--- config.mk ---
export PLATFORM = sky130hd
export DESIGN_NAME = serial_exec
export DESIGN_NICKNAME = d
export VERILOG_FILES = /design/src/exec_pkg.sv /design/src/serial_exec.sv /design/src/csr_bank.sv /design/src/branch_unit.sv /design/src/byte_alu.sv
export SDC_FILE = /design/constraint.sdc
export NUM_CORES = 1
export LEC_CHECK = 0
export BUFFER_PORTS_ARGS = -buffer_cell sky130_fd_sc_hd__buf_2
export CORE_UTILIZATION = 42
export CTS_BUF_LIST = sky130_fd_sc_hd__clkbuf_16
export DETAILED_ROUTE_END_ITERATION = 6
export SYNTH_ARGS = -nofsm -noshare
export SYNTH_HDL_FRONTEND = slang
export SYNTH_HIERARCHICAL = 1
export SYNTH_SLANG_ARGS = --single-unit
--- constraint.sdc ---
create_clock -name clock -period 4.8 [get_ports clock]
set_input_delay 0.72 -clock clock [delete_from_list [all_inputs] [get_ports clock]]
set_output_delay 0.72 -clock clock [all_outputs]
set_load 0.05 [all_outputs]
--- src/exec_pkg.sv ---
// shared types, opcodes and width constants for the byte-serial execute stage, used by scoped name
`default_nettype none

package exec_pkg;

    // every 64-bit value travels as this many byte beats, lowest byte first
    localparam int xlen_bytes = 8;

    // beat index inside one operation
    typedef logic [2:0] part_t;
    typedef logic [7:0] byte_t;

    // execute opcodes
    typedef enum logic [3:0] {
        ADD   = 4'h0,
        SUB   = 4'h1,
        AND   = 4'h2,
        OR    = 4'h3,
        XOR   = 4'h4,
        BEQ   = 4'h5,
        BNE   = 4'h6,
        BLT   = 4'h7,
        BGE   = 4'h8,
        BLTU  = 4'h9,
        BGEU  = 4'ha,
        JAL   = 4'hb,
        CSRRW = 4'hc,
        CSRRS = 4'hd,
        CSRRC = 4'he
    } op_t;

    // machine CSR addresses that are implemented
    // any other address reads zero
    typedef enum logic [11:0] {
        MTVEC    = 12'h305,
        MSCRATCH = 12'h340
    } csr_addr_t;

    // one input beat, op and csr held for all eight beats
    typedef struct packed {
        op_t       op;
        csr_addr_t csr;
        byte_t     rs1;
        byte_t     rs2;
        byte_t     imm;
        byte_t     pc;
    } exec_beat_t;

    // branch decision and full target address
    typedef struct packed {
        logic                      taken;
        logic [xlen_bytes*8-1:0]   target;
    } branch_out_t;

    function automatic logic is_alu(op_t op);
        return op inside {ADD, SUB, AND, OR, XOR};
    endfunction

    // JAL counts as a branch that is always taken
    function automatic logic is_branch(op_t op);
        return op inside {BEQ, BNE, BLT, BGE, BLTU, BGEU, JAL};
    endfunction

    function automatic logic is_csr(op_t op);
        return op inside {CSRRW, CSRRS, CSRRC};
    endfunction

endpackage

`default_nettype wire
--- src/serial_exec.sv ---
// top of the byte-serial execute stage, counts beats and registers ALU, CSR and branch results
`default_nettype none

module serial_exec #(
    parameter logic [exec_pkg::xlen_bytes*8-1:0] reset_trap_vector = '0
) (
    input  logic                  clock,
    input  logic                  reset,
    input  logic                  beat_valid,
    input  exec_pkg::exec_beat_t  beat,
    output logic                  result_valid,
    output exec_pkg::byte_t       result,
    output logic                  branch_valid,
    output exec_pkg::branch_out_t branch
);

    localparam exec_pkg::part_t last_part = exec_pkg::part_t'(exec_pkg::xlen_bytes - 1);

    // beat index of the current operation, holds through idle cycles
    exec_pkg::part_t       part;
    exec_pkg::byte_t       alu_byte;
    exec_pkg::byte_t       csr_byte;
    exec_pkg::branch_out_t branch_next;
    logic                  branch_done;

    always_ff @(posedge clock) begin
        if (reset) begin
            part <= '0;
        end else if (beat_valid) begin
            part <= (part == last_part) ? '0 : part + 1'b1;
        end
    end

    byte_alu alu_i (
        .clock  (clock),
        .reset  (reset),
        .valid  (beat_valid),
        .part   (part),
        .op     (beat.op),
        .rs1    (beat.rs1),
        .rs2    (beat.rs2),
        .result (alu_byte)
    );

    branch_unit branch_i (
        .clock   (clock),
        .reset   (reset),
        .valid   (beat_valid),
        .part    (part),
        .op      (beat.op),
        .rs1     (beat.rs1),
        .rs2     (beat.rs2),
        .imm     (beat.imm),
        .pc      (beat.pc),
        .done    (branch_done),
        .outcome (branch_next)
    );

    csr_bank #(
        .reset_trap_vector (reset_trap_vector)
    ) csr_i (
        .clock     (clock),
        .reset     (reset),
        .valid     (beat_valid),
        .part      (part),
        .op        (beat.op),
        .csr       (beat.csr),
        .rs1       (beat.rs1),
        .read_byte (csr_byte)
    );

    // one result byte per ALU or CSR beat
    // branches only report once, after part 7
    always_ff @(posedge clock) begin
        if (reset) begin
            result_valid <= 1'b0;
            branch_valid <= 1'b0;
        end else begin
            result_valid <= beat_valid &&
                            (exec_pkg::is_alu(beat.op) || exec_pkg::is_csr(beat.op));
            branch_valid <= branch_done;
        end
    end

    // CSR ops return the old CSR byte, everything else the ALU byte
    always_ff @(posedge clock) begin
        if (beat_valid) begin
            result <= exec_pkg::is_csr(beat.op) ? csr_byte : alu_byte;
        end
        if (branch_done) begin
            branch <= branch_next;
        end
    end

endmodule

`default_nettype wire

--- src/csr_bank.sv ---
// machine CSR bank with mscratch and mtvec, read and written one byte per beat
`default_nettype none

module csr_bank #(
    parameter logic [exec_pkg::xlen_bytes*8-1:0] reset_trap_vector = '0
) (
    input  logic                clock,
    input  logic                reset,
    input  logic                valid,
    input  exec_pkg::part_t     part,
    input  exec_pkg::op_t       op,
    input  exec_pkg::csr_addr_t csr,
    input  exec_pkg::byte_t     rs1,
    output exec_pkg::byte_t     read_byte
);

    localparam int word_bits = exec_pkg::xlen_bytes * 8;

    logic [word_bits-1:0] mscratch;
    // trap handler base address
    logic [word_bits-1:0] mtvec;
    logic [word_bits-1:0] read_word;
    exec_pkg::byte_t      write_byte;

    // read is combinational and returns the value before this instruction
    always_comb begin
        case (csr)
            exec_pkg::MSCRATCH: read_word = mscratch;
            // handler address is always word aligned
            exec_pkg::MTVEC:    read_word = {mtvec[word_bits-1:2], 2'b00};
            default:            read_word = '0;
        endcase
        read_byte = read_word[part*8 +: 8];
    end

    // new byte for write, set or clear
    always_comb begin
        case (op)
            exec_pkg::CSRRS: write_byte = read_byte | rs1;
            exec_pkg::CSRRC: write_byte = read_byte & ~rs1;
            default:         write_byte = rs1;
        endcase
    end

    // one byte updated per beat at the edge that samples it
    // unimplemented addresses fall through untouched
    always_ff @(posedge clock) begin
        if (reset) begin
            mscratch <= '0;
            mtvec <= reset_trap_vector;
        end else if (valid && exec_pkg::is_csr(op)) begin
            case (csr)
                exec_pkg::MSCRATCH: mscratch[part*8 +: 8] <= write_byte;
                exec_pkg::MTVEC:    mtvec[part*8 +: 8] <= write_byte;
                default: ;
            endcase
        end
    end

endmodule

`default_nettype wire

--- src/branch_unit.sv ---
// byte-serial branch unit, chains the compare over eight beats and builds pc plus immediate
`default_nettype none

module branch_unit (
    input  logic                  clock,
    input  logic                  reset,
    input  logic                  valid,
    input  exec_pkg::part_t       part,
    input  exec_pkg::op_t         op,
    input  exec_pkg::byte_t       rs1,
    input  exec_pkg::byte_t       rs2,
    input  exec_pkg::byte_t       imm,
    input  exec_pkg::byte_t       pc,
    output logic                  done,
    output exec_pkg::branch_out_t outcome
);

    localparam exec_pkg::part_t last_part = exec_pkg::part_t'(exec_pkg::xlen_bytes - 1);
    localparam int word_bits = exec_pkg::xlen_bytes * 8;

    // equal so far for BEQ/BNE, less or greater so far for the ordered compares
    logic                 state_q;
    logic                 state_next;
    logic                 first;
    logic                 last;
    logic                 use_signed;
    logic                 eq;
    logic                 lt;
    logic                 gt;
    logic                 carry_q;
    logic [8:0]           target_sum;
    logic [word_bits-1:0] target_q;
    logic [word_bits-1:0] target_next;

    always_comb begin
        first = (part == '0);
        last = (part == last_part);
        // sign bit lives only in the top byte
        use_signed = last && (op == exec_pkg::BLT || op == exec_pkg::BGE);
        eq = (rs1 == rs2);
        lt = use_signed ? ($signed(rs1) < $signed(rs2)) : (rs1 < rs2);
        gt = use_signed ? ($signed(rs1) > $signed(rs2)) : (rs1 > rs2);
    end

    // a higher byte decides unless it is equal
    // then the verdict of the lower bytes stands
    always_comb begin
        case (op)
            exec_pkg::BEQ:                 state_next = eq && (first || state_q);
            exec_pkg::BNE:                 state_next = !eq || (!first && state_q);
            exec_pkg::BLT, exec_pkg::BLTU: state_next = lt || (eq && !first && state_q);
            exec_pkg::BGE, exec_pkg::BGEU: state_next = gt || (eq && (first || state_q));
            exec_pkg::JAL:                 state_next = 1'b1;
            default:                       state_next = 1'b0;
        endcase
    end

    // pc plus imm byte, new byte dropped into its slot of the target
    always_comb begin
        target_sum = {1'b0, pc} + {1'b0, imm} + {8'b0, !first && carry_q};
        target_next = target_q;
        target_next[part*8 +: 8] = target_sum[7:0];
    end

    always_ff @(posedge clock) begin
        if (reset) begin
            state_q <= 1'b0;
            carry_q <= 1'b0;
        end else if (valid && exec_pkg::is_branch(op)) begin
            state_q <= state_next;
            carry_q <= target_sum[8];
        end
    end

    // lower target bytes collected as they are formed
    always_ff @(posedge clock) begin
        if (valid && exec_pkg::is_branch(op)) begin
            target_q <= target_next;
        end
    end

    always_comb begin
        done = valid && last && exec_pkg::is_branch(op);
        outcome.taken = state_next;
        outcome.target = target_next;
    end

endmodule

`default_nettype wire

--- src/byte_alu.sv ---
// byte-serial ALU, one byte of add, sub, and, or or xor per beat with the carry held between beats
`default_nettype none

module byte_alu (
    input  logic            clock,
    input  logic            reset,
    input  logic            valid,
    input  exec_pkg::part_t part,
    input  exec_pkg::op_t   op,
    input  exec_pkg::byte_t rs1,
    input  exec_pkg::byte_t rs2,
    output exec_pkg::byte_t result
);

    logic            carry_q;
    logic            carry_in;
    logic            is_sub;
    exec_pkg::byte_t operand_b;
    logic [8:0]      sum;

    always_comb begin
        is_sub = (op == exec_pkg::SUB);
        // sub is rs1 plus inverted rs2 plus one
        operand_b = is_sub ? ~rs2 : rs2;
        // part 0 starts a new value so the stale carry is dropped
        carry_in = (part == '0) ? is_sub : carry_q;
        sum = {1'b0, rs1} + {1'b0, operand_b} + {8'b0, carry_in};
    end

    always_comb begin
        case (op)
            exec_pkg::ADD, exec_pkg::SUB: result = sum[7:0];
            exec_pkg::AND:                result = rs1 & rs2;
            exec_pkg::OR:                 result = rs1 | rs2;
            exec_pkg::XOR:                result = rs1 ^ rs2;
            default:                      result = '0;
        endcase
    end

    // carry out of this byte feeds the next part
    always_ff @(posedge clock) begin
        if (reset) begin
            carry_q <= 1'b0;
        end else if (valid && (op == exec_pkg::ADD || is_sub)) begin
            carry_q <= sum[8];
        end
    end

endmodule

`default_nettype wire

==> impl_metrics.ini <==
[outcome]
status = finished, final reports clean

[clock_network]
clk_pin_slew_ps = 60
cts_max_level = 1
cts_buffers = 28
cts_setup_buffers = 0
hold_buffers = 0
cts.sinks = 271
cts_tree = done
ctsRootBufferMaster = clkbuf_16
clk_path_buf_depth = 3
worstSkewPairLatency_ps = 550
post_cts_resized = 0

[logic_synthesis]
synth_ff_type = edfxtp_1
syn_inst = 1276
synthTopCellsByCount = 209 x nand2_1, 149 x o21ai_0, 137 x edfxtp_1
synth_seq_cells = 271
yosysSeqAreaShare_pct = 52.44
synth_edf_count = 137
syn_nets = 1379
synth_top_cell_by_area = edfxtp_1
synthTopCellsByArea = edfxtp_1 32%, dfxtp_1 21%, nand2_1 6.1%, o21ai_0 5.8%, ha_1 4.6%
yosysWarnings = 6
netlist_area_um2 = 12960
async_flop_share_pct = 0
syn_area_per_cell_um2 = 10.16
synth_top_area_share_pct = 31.74
ys_types = 89
synth_most_common_cell = nand2_1

[sta]
finalSetupTns_ps = 0
hold_viol_final = 0
slew_headroom_pct = 30.81
min_period_ps = 3951
fin_skew_ps = 10.48
setup_viol = 0
fmax_mhz = 253.1
worstMarginPinSlew_ps = 1038
setup_ws_ps = 849.0
rsz0062_at_grt = false
slew_viol_final = 0
post-route-period-util_pct = 82.31
worst_hold_slack_ps = 451.9

[critical_path]
cp-end-kind = register
cp-endpoint = csr_i/mtvec[36]
reg2reg_from = part[1]
crit_fanout = 36
cp.required_ps = 5270
reg2regPathDepth = 9
worstSetupPathType = reg -> reg
cp-start-kind = register
critical_path_arrival_ps = 4420
reg2reg_to = csr_i/mtvec[36]
crit_start = part[1]
regToRegSetupSlack_ps = 850

[floorplan]
start_util_pct = 43.15
core_area_um2 = 30030
die_y_um = 177.7
io_pins = 126
fp-row-count = 63
dieArea_um2 = 31560
die_width_um = 177.7

[layout]
nFillCells = 2853
fin_util_pct = 49.39
layout.area.seq_um2 = 6798
multiInputGateArea_um2 = 5707
final_cells = 1809
final_cell_area_um2 = 14830
drive_gt1_share_pct = 17.27
area_growth_pct = 14.44
antenna_cells = 0
finalNetCount = 1502

[global_route]
grt_usage_pct = 23.60
grt_start_max_net_pins = 69
grt.overflow.total = 0
grt_pass1_vias = 9851
grt_first_pass_wirelength_um = 57150
antenna_found_initial = 0

[route]
drc = 0
viasPerCell = 5.811
wl_per_cell_um = 20.64
initialDrtViolationCount = 961
num_vias = 10510
firstDrtPassIters = 6
postRouteAntennaNets = 0
drt_wl_total_um = 37340

[flow_run]
maxCapViolCount = 0

[placement]
port_buffers = 125
dp_hpwl_um = 25930
place_ws_ps = 797.7
place_inst = 1759
placed_cell_area_um2 = 13980
routabilityCongestion = 0.9423

[power_and_ir_drop]
p_leak_nw = 5.449
pwr_density_cell_nw_per_um2 = 344.1
power_mw = 5.104
irDropWorstVdd_mv = 0.2441

[min_path]
min-delay-path-class = reg -> reg
-- logic make-up after synthesis --
kind of cell / share of synthesized area (%)
AND/OR/NAND/NOR: 15.68
AO/OA/AOI/OAI: 18.84
flip-flops: 52.44
buffers and inverters: 3.543
adder cells (fa/ha/maj): 5.339
multiplexers: 3.002
XOR/XNOR: 1.159
-- registers in the layout, indices dropped and copies added, names as in the netlist --
| register | cells |
|---|---|
| branch_i/target_q | 64 |
| result | 8 |
| branch | 65 |
| result_valid | 1 |
| branch_valid | 1 |
| csr_i/mtvec | 62 |
| branch_i/state_q | 1 |
| part | 3 |
| alu_i/carry_q | 1 |
| branch_i/carry_q | 1 |
| csr_i/mscratch | 64 |
-- routing by layer --
layer	track usage (%)	vias up	wire (µm)
li1	-	4975	-
met1	32.24	5043	16400
met2	37.79	409	17020
met3	3.492	85	2669
met4	8.689	0	1252
met5	0	-	0
-- where the power goes --
part           switching [mW]  total, mW  internal [mW]  leakage (nW)
registers              0.0102       2.49           2.48          2.34
clock network           0.897       2.04           1.14         0.442
logic                   0.397      0.580          0.183          2.66
total                    1.30       5.10           3.80          5.45
-- worst min path at each step --
| stage | from | to | depth (start not counted) |
|---|---|---|---|
| floorplan | csr_i/mtvec[10] | csr_i/mtvec[10] | 2 |
| global placement | csr_i/mscratch[52] | csr_i/mscratch[52] | 2 |
| detailed placement | csr_i/mtvec[10] | csr_i/mtvec[10] | 2 |
| CTS | csr_i/mscratch[18] | csr_i/mscratch[18] | 2 |
| global route | csr_i/mtvec[51] | csr_i/mtvec[51] | 2 |
| finish | csr_i/mscratch[59] | csr_i/mscratch[59] | 2 |
-- final cells by class --
type / instances / area share, %
sequential: 271 / 45.83
multi-input combinational: 901 / 38.48
timing repair buffer: 150 / 5.483
clock buffer: 29 / 4.893
tap: 390 / 3.290
inverter: 47 / 1.189
clock inverter: 21 / 0.8352
-- cell usage in the layout (no fill, tap or decap), types with 38 or more instances in the layout --
| cell | n |
|---|---|
| o21ai_0 | 149 |
| edfxtp_1 | 137 |
| ha_1 | 48 |
| a21oi_1 | 40 |
| nor2_1 | 84 |
| a211oi_1 | 38 |
| buf_2 | 125 |
| dfxtp_1 | 133 |
| inv_1 | 52 |
| nand2_1 | 209 |
-- critical path: stages (launching register included) --
cell	delay [ps]
dfxtp_1	330
buf_4	390
clkinv_1	540
ha_1	380
ha_1	430
nand2b_1	150
nor3_1	550
and3b_1	700
o211ai_1	210
a21oi_1	190
(Power assumes the default switching activity.)
